[config.mk]
export PLATFORM = sky130hd
export DESIGN_NAME = hybridControl_flat
export DESIGN_NICKNAME = d
export VERILOG_FILES = /design/src/bpPkg.sv /design/src/predIf.sv /design/src/hybridControl.sv /design/src/flat_wrapper.sv
export SDC_FILE = /design/constraint.sdc
export NUM_CORES = 1
export LEC_CHECK = 0
export BUFFER_PORTS_ARGS = -buffer_cell sky130_fd_sc_hd__buf_4
export CAP_MARGIN = 5
export CORE_MARGIN = 5
export CORE_UTILIZATION = 30
export CTS_BUF_LIST = sky130_fd_sc_hd__clkbuf_8 sky130_fd_sc_hd__clkbuf_16
export CTS_CLUSTER_SIZE = 12
export DETAILED_ROUTE_END_ITERATION = 10
export PLACE_DENSITY = 0.91
export SYNTH_ARGS = -nofsm -noshare
export SYNTH_HDL_FRONTEND = slang
export SYNTH_SLANG_ARGS = --single-unit
[constraint.sdc]
create_clock -name CLK -period 2.5 [get_ports CLK]
set_input_delay 0 -clock CLK [delete_from_list [all_inputs] [get_ports CLK]]
set_output_delay 0 -clock CLK [all_outputs]
set_load 0.01 [all_outputs]
[src/bpPkg.sv]
package bpPkg;

    // Table geometry
    localparam int indexBits = 10;                // Address bits 11:2
    localparam int historyBits = 10;              // Local and global history width
    localparam int tableDepth = 1 << indexBits;   // Entries per address-indexed table
    localparam int patternDepth = 1 << historyBits; // Local pattern counters
    localparam int counterBits = 2;               // Saturating counter width

    // Primary opcodes of conditional branches
    localparam logic [5:0] opRegimm = 6'b000001;  // BLTZ/BGEZ family decoded by rt
    localparam logic [5:0] opBeq = 6'b000100;
    localparam logic [5:0] opBne = 6'b000101;
    localparam logic [5:0] opBlez = 6'b000110;
    localparam logic [5:0] opBgtz = 6'b000111;

    // REGIMM rt codes that are branches
    localparam logic [4:0] rtBltz = 5'b00000;
    localparam logic [4:0] rtBgez = 5'b00001;
    localparam logic [4:0] rtBltzal = 5'b10000;
    localparam logic [4:0] rtBgezal = 5'b10001;

    // Counter reset values
    // The MSB is the prediction; for the chooser it means prefer global
    localparam logic [counterBits-1:0] counterInit = 2'b01; // Weakly not-taken
    localparam logic [counterBits-1:0] choiceInit = 2'b01;  // Weakly prefer local

endpackage
[src/predIf.sv]
`timescale 1ns/100ps

// Link between the control module and one counter table
interface predIf
    import bpPkg::*;
();
    logic [indexBits-1:0] lookupIndex;   // Index for this cycle's prediction
    logic                 lookupBit;     // Counter MSB at lookupIndex
    logic [indexBits-1:0] updateIndex;   // Index of the resolved branch
    logic                 updateBit;     // Counter MSB at updateIndex before update
    logic                 updateEn;      // One-cycle write strobe
    logic                 updateTaken;   // Direction to step the counter

    modport ctrl (
        output lookupIndex,
        output updateIndex,
        output updateEn,
        output updateTaken,
        input  lookupBit,
        input  updateBit
    );

    modport tableSide (
        input  lookupIndex,
        input  updateIndex,
        input  updateEn,
        input  updateTaken,
        output lookupBit,
        output updateBit
    );

endinterface

[src/hybridControl.sv]
`timescale 1ns/100ps

module hybridControl
    import bpPkg::*;
(
    input  logic        CLK,
    input  logic        RESET,
    input  logic        FLUSH,
    input  logic [31:0] InstrInput,
    input  logic [31:0] InstrAddr,
    input  logic        BranchResolved,
    input  logic [31:0] BranchResolvedAddr,
    output logic        Taken,
    predIf.ctrl         localPort,
    predIf.ctrl         globalPort,
    predIf.ctrl         choicePort
);

    logic [5:0]             opcode;
    logic [4:0]             rtField;
    logic                   isBranch;
    logic [historyBits-1:0] globalHistory;     // Newest outcome in the LSB
    logic [indexBits-1:0]   lookupAddrIndex;
    logic [indexBits-1:0]   updateAddrIndex;
    logic                   updateValid;
    logic                   predictorsDisagree;
    logic                   selectedPrediction;

    assign opcode = InstrInput[31:26];
    assign rtField = InstrInput[20:16];         // Only meaningful for REGIMM

    // Conditional branch decode
    always_comb begin
        case (opcode)
            opRegimm: begin
                isBranch = rtField inside {rtBltz, rtBgez, rtBltzal, rtBgezal};
            end
            opBeq, opBne, opBlez, opBgtz: begin
                isBranch = 1'b1;
            end
            default: begin
                isBranch = 1'b0;                // Not a conditional branch
            end
        endcase
    end

    assign lookupAddrIndex = InstrAddr[indexBits+1:2];
    assign updateAddrIndex = BranchResolvedAddr[indexBits+1:2];

    // A zero resolved address carries no branch
    assign updateValid = (BranchResolvedAddr != 32'd0) && !FLUSH;

    // Local and chooser tables are indexed by address alone
    assign localPort.lookupIndex = lookupAddrIndex;
    assign localPort.updateIndex = updateAddrIndex;
    assign choicePort.lookupIndex = lookupAddrIndex;
    assign choicePort.updateIndex = updateAddrIndex;

    // Gshare update index uses the history from before this edge's shift
    assign globalPort.lookupIndex = lookupAddrIndex ^ globalHistory;
    assign globalPort.updateIndex = updateAddrIndex ^ globalHistory;

    assign localPort.updateEn = updateValid;
    assign globalPort.updateEn = updateValid;
    assign localPort.updateTaken = BranchResolved;
    assign globalPort.updateTaken = BranchResolved;

    // Chooser only learns when the two predictors pointed different ways
    assign predictorsDisagree = localPort.updateBit != globalPort.updateBit;
    assign choicePort.updateEn = updateValid && predictorsDisagree;
    assign choicePort.updateTaken = globalPort.updateBit == BranchResolved; // Global was right

    assign selectedPrediction = choicePort.lookupBit ? globalPort.lookupBit
                                                     : localPort.lookupBit;

    // Prediction registered one cycle after the instruction is sampled
    always_ff @(posedge CLK or negedge RESET) begin
        if (!RESET) begin
            Taken <= 1'b0;
        end else if (FLUSH) begin
            Taken <= 1'b0;                      // Flushed fetch predicts nothing
        end else begin
            Taken <= isBranch && selectedPrediction;
        end
    end

    // Global history shifts at the same edge as the table updates
    always_ff @(posedge CLK or negedge RESET) begin
        if (!RESET) begin
            globalHistory <= '0;
        end else if (updateValid) begin
            globalHistory <= {globalHistory[historyBits-2:0], BranchResolved};
        end
    end

endmodule

[src/flat_wrapper.sv]
// flat-port wrapper written by rule: the top's interface ports become plain ports
module hybridControl_flat import bpPkg::*;
  (CLK, RESET, FLUSH, InstrInput, InstrAddr, BranchResolved, BranchResolvedAddr, Taken, localPort_lookupIndex, localPort_updateIndex, localPort_updateEn, localPort_updateTaken, localPort_lookupBit, localPort_updateBit, globalPort_lookupIndex, globalPort_updateIndex, globalPort_updateEn, globalPort_updateTaken, globalPort_lookupBit, globalPort_updateBit, choicePort_lookupIndex, choicePort_updateIndex, choicePort_updateEn, choicePort_updateTaken, choicePort_lookupBit, choicePort_updateBit);
  predIf localPort_i ();
  predIf globalPort_i ();
  predIf choicePort_i ();
  input  logic CLK;
  input  logic RESET;
  input  logic FLUSH;
  input  logic [31:0] InstrInput;
  input  logic [31:0] InstrAddr;
  input  logic BranchResolved;
  input  logic [31:0] BranchResolvedAddr;
  output logic Taken;
  output wire logic [$bits(localPort_i.lookupIndex)-1:0] localPort_lookupIndex;
  output wire logic [$bits(localPort_i.updateIndex)-1:0] localPort_updateIndex;
  output wire logic [$bits(localPort_i.updateEn)-1:0] localPort_updateEn;
  output wire logic [$bits(localPort_i.updateTaken)-1:0] localPort_updateTaken;
  input wire logic [$bits(localPort_i.lookupBit)-1:0] localPort_lookupBit;
  input wire logic [$bits(localPort_i.updateBit)-1:0] localPort_updateBit;
  output wire logic [$bits(globalPort_i.lookupIndex)-1:0] globalPort_lookupIndex;
  output wire logic [$bits(globalPort_i.updateIndex)-1:0] globalPort_updateIndex;
  output wire logic [$bits(globalPort_i.updateEn)-1:0] globalPort_updateEn;
  output wire logic [$bits(globalPort_i.updateTaken)-1:0] globalPort_updateTaken;
  input wire logic [$bits(globalPort_i.lookupBit)-1:0] globalPort_lookupBit;
  input wire logic [$bits(globalPort_i.updateBit)-1:0] globalPort_updateBit;
  output wire logic [$bits(choicePort_i.lookupIndex)-1:0] choicePort_lookupIndex;
  output wire logic [$bits(choicePort_i.updateIndex)-1:0] choicePort_updateIndex;
  output wire logic [$bits(choicePort_i.updateEn)-1:0] choicePort_updateEn;
  output wire logic [$bits(choicePort_i.updateTaken)-1:0] choicePort_updateTaken;
  input wire logic [$bits(choicePort_i.lookupBit)-1:0] choicePort_lookupBit;
  input wire logic [$bits(choicePort_i.updateBit)-1:0] choicePort_updateBit;
  assign localPort_lookupIndex = localPort_i.lookupIndex;
  assign localPort_updateIndex = localPort_i.updateIndex;
  assign localPort_updateEn = localPort_i.updateEn;
  assign localPort_updateTaken = localPort_i.updateTaken;
  assign localPort_i.lookupBit = localPort_lookupBit;
  assign localPort_i.updateBit = localPort_updateBit;
  assign globalPort_lookupIndex = globalPort_i.lookupIndex;
  assign globalPort_updateIndex = globalPort_i.updateIndex;
  assign globalPort_updateEn = globalPort_i.updateEn;
  assign globalPort_updateTaken = globalPort_i.updateTaken;
  assign globalPort_i.lookupBit = globalPort_lookupBit;
  assign globalPort_i.updateBit = globalPort_updateBit;
  assign choicePort_lookupIndex = choicePort_i.lookupIndex;
  assign choicePort_updateIndex = choicePort_i.updateIndex;
  assign choicePort_updateEn = choicePort_i.updateEn;
  assign choicePort_updateTaken = choicePort_i.updateTaken;
  assign choicePort_i.lookupBit = choicePort_lookupBit;
  assign choicePort_i.updateBit = choicePort_updateBit;
  hybridControl u_core (.CLK(CLK), .RESET(RESET), .FLUSH(FLUSH), .InstrInput(InstrInput), .InstrAddr(InstrAddr), .BranchResolved(BranchResolved), .BranchResolvedAddr(BranchResolvedAddr), .Taken(Taken), .localPort(localPort_i), .globalPort(globalPort_i), .choicePort(choicePort_i));
endmodule
==> impl_metrics.toml, run 1 <==
[sta]
setup_viol = 0
drv_slew = 0
rsz0062_at_grt = "false"
hold_viol = 0
min_period_over_period = 0.5907
final.setup.tns_ps = 0
tightest_slew_ps = 606.0
fin_crit_ps = 1477
finalClockSkew_ps = 1.365
fmax_mhz = 677.1
slew_headroom = 0.5957

[clocking]
cts_setup_buffers = 0
cts_max_path_buffers = 2
h-tree-depth = 1
numCtsBuffers = 3
clockRootBuffer = "clkbuf_8"
insertion_delay_ps = 230
cts_tree = "yes"
clock-sinks = 11
clkSlewWorstSetupHoldPaths_ps = 50

[global_routing]
grt_antenna_before_repair = 0
grt_overflow_total = 0
grt_pass1_wl_um = 4381
grt_pass1_vias = 1035
track_usage = 0.1236
grt_max_degree = 13

[layout]
final_common_cell = "buf_4"
antenna_cells = 0
area_delta_synth_final_pct = 70.35
finish.instance_area_um2 = 1754
utilization = 0.5257
nets = 299
final_cells = 238
drive_above_1_share = 0.7292
most-common-layout-cells = "buf_4 (126), xor2_1 (20), dfrtp_1 (11), mux2_2 (10), nor4_1 (9)"

[placement]
hpwl_um = 2943
place_area_um2 = 1699
dp.cells = 233
port-buffer-count = 126
gp_congestion = 0.6314

[detailed_routing]
wirelength_um = 3222
via_per_inst = 4.319
first_iter_violations = 6
wl_per_cell_um = 13.54
route.vias.total = 1028
dr.pass1.iters = 2
postRouteAntennaNets = 0
drc_errors = 0

[power]
powerDensity_nw_per_um2 = 582.0
p_leak_uw = 0.0009281
vdd_drop_max_mv = 0.1935
finalPower_uw = 1021

[synthesis]
avgSynthCellArea_um2 = 9.807
yosysSeqAreaShare = 0.2673
syn-num-nets = 211
ys_seq_elements = 11
synth_cell_types = 15
syn_inst = 105
netlist_area_um2 = 1030
yosys_warnings = 0

[critical_path]
crit_required_ps = 2500
path_class = "primary input to primary output"
path_max_fanout = 12
r2r_cells = 1
endpoint_kind = "primary output"
worstPathArrival_ps = 1480
critPathLaunchType = "primary input"

[floorplanning]
core_area_um2 = 3337
initial_core_util = 0.3086
io_pins = 173
dieArea_um2 = 4704
fp.dieH_um = 68.59
die_w_um = 68.59
num_rows = 21

[run]
drv_cap = 0

[outcome]
status = "completed"

[worst_hold_path]
hold_class = "primary input to register"
min_path_cells = 3
[per-stage QoR]
step | setup WS [ps] | hold WS, ps
floorplan | 1315 | -295.6
global placement | 747.2 | -159.3
detailed placement | 727.5 | -157.5
CTS | 943.9 | 13.62
global route | 841.5 | 18.35
finish | 1023 | 12.48
[layer usage]
layer / vias up / GRT usage / share of wire
li1: 483 / - / -
met1: 470 / 0.1174 / 0.29
met2: 73 / 0.2443 / 0.53
met3: 2 / 0.05673 / 0.17
met4: 0 / 0.01489 / 0.0040
met5: - / 0 / 0
[state kept, by name (all words and copies together), names as in the netlist]
name                  count
u_core.Taken              1
u_core.globalHistory     10
[kinds of logic after synthesis]
| group | count (synthesis) | share of synthesized area |
|---|---|---|
| simple gates | 14 | 0.08261 |
| compound gates | 2 | 0.01579 |
| flops | 11 | 0.2673 |
| xor+xnor | 22 | 0.1871 |
| mux | 11 | 0.1191 |
| buf+inv | 45 | 0.3281 |
[worst max-delay path, stage by stage]
cell	delay [ps]
buf_4	130
nor4_1	330
nand4_1	180
o21bai_2	520
inv_1	130
buf_4	170
[report_power, final]
part	switching [uW]	total [uW]	internal (uW)
Sequential	66.3	296	229
Clock	59.1	166	107
Combinational	223	559	336
[area by class of cell]
| cell class | instances | area (um^2) |
|---|---|---|
| fill | 304 | 1583 |
| timing repair buffer | 127 | 955.9 |
| multi-input combinational | 49 | 416.7 |
| sequential | 11 | 275.3 |
| tap | 46 | 57.56 |
| clock buffer | 3 | 41.29 |
| clock inverter | 1 | 3.754 |
| inverter | 1 | 3.754 |
[path summary, 6_finish.rpt]
check | endpoint | slack, ps | startpoint
worst max register to register | u_core.globalHistory[5] | 1670 | u_core.globalHistory[5]
worst min-delay path | u_core.Taken | 10 | InstrInput[30]
worst min register to register | u_core.globalHistory[9] | 570 | u_core.globalHistory[9]
min in group asynchronous | u_core.globalHistory[3] | 150 | RESET
worst max-delay path | globalPort_updateEn | 1020 | BranchResolvedAddr[6]
max in group asynchronous | u_core.globalHistory[9] | 2200 | RESET
[cell usage after synthesis]
cell | count | area (um^2)
a21oi_1 | 1 | 5.000
nor2_1 | 1 | 3.750
xor2_1 | 20 | 175.2
buf_4 | 43 | 322.8
nor3_1 | 1 | 5.000
mux2i_1 | 1 | 10.01
mux2_2 | 10 | 112.6
buf_6 | 1 | 11.26
xnor2_1 | 2 | 17.52
dfrtp_1 | 11 | 275.3
nand4_1 | 2 | 12.51
nor4_1 | 9 | 56.30
inv_1 | 1 | 3.750
o21bai_2 | 1 | 11.26
or4_1 | 1 | 7.510
[what timing repair did]
item	in CTS	in global routing
gates resized for setup	0	0
setup endpoints to repair	0	0
hold endpoints to repair	11	0
hold buffers	1	0
Note: power is estimated with default switching activity, not from simulation.
==> run 2, diff against run 1 <==
--- a/config.mk
+++ b/config.mk
@@ -5,6 +5,7 @@
 export SDC_FILE = /design/constraint.sdc
 export NUM_CORES = 1
 export LEC_CHECK = 0
+export ABC_AREA = 1
 export BUFFER_PORTS_ARGS = -buffer_cell sky130_fd_sc_hd__buf_4
 export CAP_MARGIN = 5
 export CORE_MARGIN = 5
@@ -12,7 +13,7 @@
 export CTS_BUF_LIST = sky130_fd_sc_hd__clkbuf_8 sky130_fd_sc_hd__clkbuf_16
 export CTS_CLUSTER_SIZE = 12
 export DETAILED_ROUTE_END_ITERATION = 10
-export PLACE_DENSITY = 0.91
+export PLACE_DENSITY = 0.85
 export SYNTH_ARGS = -nofsm -noshare
 export SYNTH_HDL_FRONTEND = slang
 export SYNTH_SLANG_ARGS = --single-unit
==> constraint.sdc (replaced) <==
create_clock -name CLK -period 1.5 [get_ports CLK]
set_input_delay 0 -clock CLK [delete_from_list [all_inputs] [get_ports CLK]]
set_output_delay 0 -clock CLK [all_outputs]
set_load 0.01 [all_outputs]
==> impl_metrics.toml, run 2 <==
[synthesis]
yosysSeqAreaShare = 0.2321
avgSynthCellArea_um2 = 7.103
synth-main-ff-cell = "dfrtp_1"
syn_inst = 167
yosysTopAreaCell = "buf_4"
syn-num-nets = 273
synth-edff-count = 0
yosys-top-cells-count = "buf_4 (43), nand2_1 (32), nor2_1 (30)"
synth_most_common_cell = "buf_4"
netlist_area_um2 = 1186
yosys_warnings = 0
synthArstFlopShare = 1.000
synth_cell_types = 18
ys_top_cells_by_area = "buf_4 (27%), dfrtp_1 (23%), xor2_1 (15%), nand2_1 (10%), nor2_1 (9.5%)"
yosysTopAreaCellShare = 0.2722
ys_seq_elements = 11

[sta]
setup_viol = 0
min_period_over_period = 0.6793
worst_slack_ps = 481.0
hold_viol = 0
drv_slew = 0
final.setup.tns_ps = 0
tightest_slew_ps = 333.8
finalClockSkew_ps = 0.9936
fin_crit_ps = 1019
slew_headroom = 0.7773
rsz0062_at_grt = "false"
fmax_mhz = 981.4

[clocking]
h-tree-depth = 1
clkSlewWorstSetupHoldPaths_ps = 50
hold_buffers = 1
clockRootBuffer = "clkbuf_8"
insertion_delay_ps = 230
cts_resized = 0
cts_setup_buffers = 0
cts_tree = "yes"
numCtsBuffers = 3
clock-sinks = 11
cts_max_path_buffers = 2

[critical_path]
critPathTopFamily = "flip-flops"
crit_chain = "xor2_1 > buf_4"
cpPeakStageDelay_ps = 450
path_max_fanout = 4
path_class = "register to primary output"
worstPathArrival_ps = 1020
critPathBufInv = 1
critPathLaunchType = "register"
crit_required_ps = 1500
cp_slowest_cell = "dfrtp_1"
endpoint_kind = "primary output"

[detailed_routing]
dr.pass1.iters = 4
route.vias.total = 1288
drc_errors = 0
postRouteAntennaNets = 0
via_per_inst = 4.265
wirelength_um = 3620
wl_per_cell_um = 11.99
first_iter_violations = 20

[global_routing]
top_usage_layer = "met2"
grt_overflow_total = 0
track_usage = 0.1273
grt_use_met3 = 0.02204
grt_antenna_before_repair = 0
grt_pass1_wl_um = 5416
gr-usage-met2 = 0.2505
grt_pass1_vias = 1268
grt_util_met1 = 0.1333
grt_max_degree = 12

[floorplanning]
dieArea_um2 = 5311
die_w_um = 72.88
core_area_um2 = 3744
io_pins = 173
fp.dieH_um = 72.88
num_rows = 22
initial_core_util = 0.3168

[layout]
nFillCells = 379
area_delta_synth_final_pct = 61.60
reg_top3 = "u_core.globalHistory (10), u_core.Taken (1)"
final_common_cell = "buf_4"
largest_reg_flops = 10
largest_register = "u_core.globalHistory"
nets = 361
most-common-layout-cells = "buf_4 (127), nand2_1 (32), nor2_1 (30), xor2_1 (20), dfrtp_1 (11)"
drive_above_1_share = 0.5276
antenna_cells = 0

[power]
swShare = 0.3327
p_int_uw = 890.4
p_leak_uw = 0.001098
clkPwrFrac = 0.216
p_sw_uw = 444.0
powerDensity_nw_per_um2 = 696.1
p_seq_frac = 0.295
comb_power_share = 0.489
vdd_drop_max_mv = 0.3706

[outcome]
status = "completed"

[worst_hold_path]
hold_class = "primary input to register"

[placement]
gp_congestion = 0.7485
port-buffer-count = 126
pre_cts_slack_ps = 378.5
hpwl_um = 3214

[run]
drv_cap = 0
run 2: cell types whose count changed in the layout (fill, tap and decap cells not counted), sizes merged, moves of 5 or more:
| cell | change |
|---|---|
| nor2 | +31 |
| mux2 | -9 |
| inv | +5 |
| nand3 | +10 |
| nand2 | +32 |
| nor4 | -8 |
run 2: power groups by stage:
stage	Combinational (uW)	Clock [uW]	Sequential (uW)
floorplan	317	0	381
global placement	650	0	400
global route	710	308	402
CTS	666	294	395
finish	653	289	393
detailed placement	663	0	400
run 2: cells by family (layout without fill, tap and decap cells):
logic type,Yosys count,count (layout),share of synthesized area
buffers and inverters,51,138,0.3038
AO/OA/AOI/OAI,2,2,0.01160
AND/OR/NAND/NOR,80,80,0.2806
flip-flops,11,11,0.2321
multiplexers,1,1,0.009493
XOR/XNOR,22,22,0.1625
run 2: cell type report:
class / count / area (um^2) / area share
clock inverters: 1 / 3.754 / 0.001958
clock buffers: 3 / 41.29 / 0.02154
flip-flops and latches: 11 / 275.3 / 0.1436
repair buffers: 128 / 963.4 / 0.5026
well taps: 48 / 60.06 / 0.03133
inverters: 6 / 22.52 / 0.01175
multi-input cells: 105 / 550.5 / 0.2872
run 2: worst paths after layout:
check | from | end | slack [ps] | cells after the start
hold / removal | InstrInput[30] | u_core.Taken | 20 | 4
min in group asynchronous | RESET | u_core.globalHistory[2] | 130 | 2
max in group asynchronous | RESET | u_core.globalHistory[1] | 1230 | 2
setup / recovery | u_core.globalHistory[5] | globalPort_lookupIndex[5] | 480 | 2
setup reg to reg | u_core.globalHistory[5] | u_core.globalHistory[6] | 780 | 2
hold reg to reg | u_core.globalHistory[9] | u_core.globalHistory[9] | 560 | 2
run 2: metal layers:
metal	vias up	share of wire
met5	-	0
met4	0	0.0047
met3	2	0.12
met2	76	0.54
met1	560	0.33
li1	650	-
run 2: metrics by stage:
step	std cells	util	total power [uW]	instance area [um^2]	hold WS, ps
after floorplan	167	-	697.2	1186	-295.6
final	302	0.5120	1334	1917	15.25
after global routing	302	0.5120	1420	1917	27.88
after CTS	302	0.5120	1355	1917	14.32
after detailed placement	297	0.4973	1063	1862	-158.7
after global placement	297	0.4973	1049	1862	-160.4
run 2: tightest hold or removal path, stage by stage:
cell	delay [ps]
buf_4	70
nor4_1	30
nand3b_1	70
inv_1	40
==> run 3, diff against run 2 <==
--- a/config.mk
+++ b/config.mk
@@ -5,15 +5,15 @@
 export SDC_FILE = /design/constraint.sdc
 export NUM_CORES = 1
 export LEC_CHECK = 0
-export ABC_AREA = 1
+export ABC_AREA = 0
 export BUFFER_PORTS_ARGS = -buffer_cell sky130_fd_sc_hd__buf_4
 export CAP_MARGIN = 5
 export CORE_MARGIN = 5
-export CORE_UTILIZATION = 30
+export CORE_UTILIZATION = 25
 export CTS_BUF_LIST = sky130_fd_sc_hd__clkbuf_8 sky130_fd_sc_hd__clkbuf_16
 export CTS_CLUSTER_SIZE = 12
 export DETAILED_ROUTE_END_ITERATION = 10
-export PLACE_DENSITY = 0.85
+export PLACE_DENSITY = 0.81
 export SYNTH_ARGS = -nofsm -noshare
 export SYNTH_HDL_FRONTEND = slang
 export SYNTH_SLANG_ARGS = --single-unit
==> constraint.sdc (replaced) <==
create_clock -name CLK -period 0.83 [get_ports CLK]
set_input_delay 0 -clock CLK [delete_from_list [all_inputs] [get_ports CLK]]
set_output_delay 0 -clock CLK [all_outputs]
set_load 0.01 [all_outputs]
==> impl_metrics.toml, run 3 (synthesis gave the netlist of run 1 again) <==
[critical_path]
worstPathArrival_ps = 1300
r2r_cells = 2
timing.rr.start = "u_core.globalHistory[5]"
path_class = "primary input to register"
rrSetupSlack_ps = -110
critPathLaunchType = "primary input"
path_max_fanout = 6
crit_required_ps = 950
r2r-end = "u_core.globalHistory[6]"
endpoint_kind = "register"

[detailed_routing]
route.vias.total = 1100
via_per_inst = 4.198
wl_per_cell_um = 14.23
first_iter_violations = 16
wirelength_um = 3728
dr.pass1.iters = 4
postRouteAntennaNets = 0
drc_errors = 0

[global_routing]
grt_pass1_wl_um = 5292
gr-usage-met2 = 0.2451
top_usage_layer = "met2"
track_usage = 0.1247
grt_pass1_vias = 1166
grt_antenna_before_repair = 0
grt_use_met3 = 0.05135
grt_overflow_total = 0
grt_util_met1 = 0.1210
grt_max_degree = 13

[layout]
reg_top3 = "u_core.globalHistory (10), u_core.Taken (1)"
largest_reg_flops = 10
antenna_cells = 0
multi_input_area_um2 = 566.8
most-common-layout-cells = "buf_4 (134), xor2_1 (20), mux2_4 (10), dfrtp_1 (10), buf_6 (9)"
final_cells = 262
nets = 319
largest_register = "u_core.globalHistory"
regArea_um2 = 276.5
nFillCells = 368
final_common_cell = "buf_4"
drive_above_1_share = 0.8066
area_delta_synth_final_pct = 107.0

[sta]
fin_crit_ps = 1180
hold_viol = 0
tightest_slew_ps = 229.1
rsz0062_at_grt = "true"
final.setup.tns_ps = -6621
min_period_over_period = 1.422
slew_headroom = 0.8461
drv_slew = 0
finalClockSkew_ps = 1.650
holdWs_ps = 2.316
fmax_mhz = 847.2
worst_slack_ps = -350.4
setup_viol = 33

[clocking]
numCtsBuffers = 3
clockRootBuffer = "clkbuf_8"
clock-sinks = 11
insertion_delay_ps = 240
cts_tree = "yes"
cts_max_path_buffers = 2
clkSlewWorstSetupHoldPaths_ps = 50
h-tree-depth = 1

[floorplanning]
io_pins = 173
initial_core_util = 0.2574
die_w_um = 74.18
num_rows = 23
dieArea_um2 = 5503
fp.dieH_um = 74.18
core_area_um2 = 4000

[power]
vdd_drop_max_mv = 0.9337
p_leak_uw = 0.001102
powerDensity_nw_per_um2 = 1657

[outcome]
status = "finished with violations"
failed_checks = "negative setup slack"

[placement]
hpwl_um = 3051
gp_congestion = 0.6363
dp.cells = 248
pre_cts_slack_ps = -578.5
port-buffer-count = 126

[worst_hold_path]
hold_start = "InstrInput[30]"
min_path_cells = 3
whs_endpoint = "u_core.Taken"
hold_class = "primary input to register"

[run]
drv_cap = 0
-- run 3: cell count changes in the layout (fill, tap and decap cells not counted), sizes merged, moves of 8 or more --
cell | before | now
nand2 | 32 | 0
nor4 | 1 | 9
mux2 | 1 | 10
nand3 | 10 | 0
nor2 | 32 | 1
buf | 127 | 145
-- run 3: how the worst max path moves through the flow --
stage / startpoint / to / cells after the start
2_1_floorplan: BranchResolvedAddr[6] / u_core.globalHistory[0] / 5
3_3_place_gp: BranchResolvedAddr[10] / u_core.globalHistory[6] / 6
3_5_place_dp: BranchResolvedAddr[10] / u_core.globalHistory[6] / 6
4_1_cts: BranchResolvedAddr[3] / u_core.globalHistory[7] / 6
5_1_grt: BranchResolvedAddr[9] / u_core.globalHistory[4] / 6
6_report: BranchResolvedAddr[9] / u_core.globalHistory[8] / 6
-- run 3: cell type report --
class                      count  share of cell area
timing repair buffer         147              0.5522
multi-input combinational     49              0.2658
sequential                    11              0.1297
tap                           50             0.02934
clock buffer                   3             0.01937
clock inverter                 1            0.001761
inverter                       1            0.001761
-- run 3: report_power, final --
group          switching (uW)  internal [uW]
Sequential                191            692
Combinational             798           1330
Clock                     196            324
-- run 3: metal layers --
layer  up-vias  share of wire  wire [um]
met1       501           0.31       1147
li1        524              -          -
met3         2           0.15        541
met5         -              0          0
met2        73           0.54       2021
met4         0         0.0046         17
-- run 3: through the flow --
| stage | area, um^2 | power (uW) | util |
|---|---|---|---|
| floorplan | 1096 | 1751 | - |
| global placement | 1866 | 2723 | 0.4664 |
| detailed placement | 1866 | 2759 | 0.4664 |
| CTS | 2062 | 3528 | 0.5155 |
| global route | 2132 | 3769 | 0.5330 |
| finish | 2132 | 3533 | 0.5330 |
-- run 3: worst max-delay path, cell delays in order --
cell and delay [ps]:
buf_4 120, nor4_4 270, nand4_1 180, o21bai_4 230, clkbuf_16 190, mux2_4 300
-- run 3: repair_timing --
action | CTS | global route
endpoints found under the setup margin | 33 | 33
setup buffers | 8 | 0
cloned | 0 | 1
endpoints found under the hold margin | 12 | 0
resized for setup | 15 | 11
hold buffers | 1 | 0
pin swaps | 20 | 3
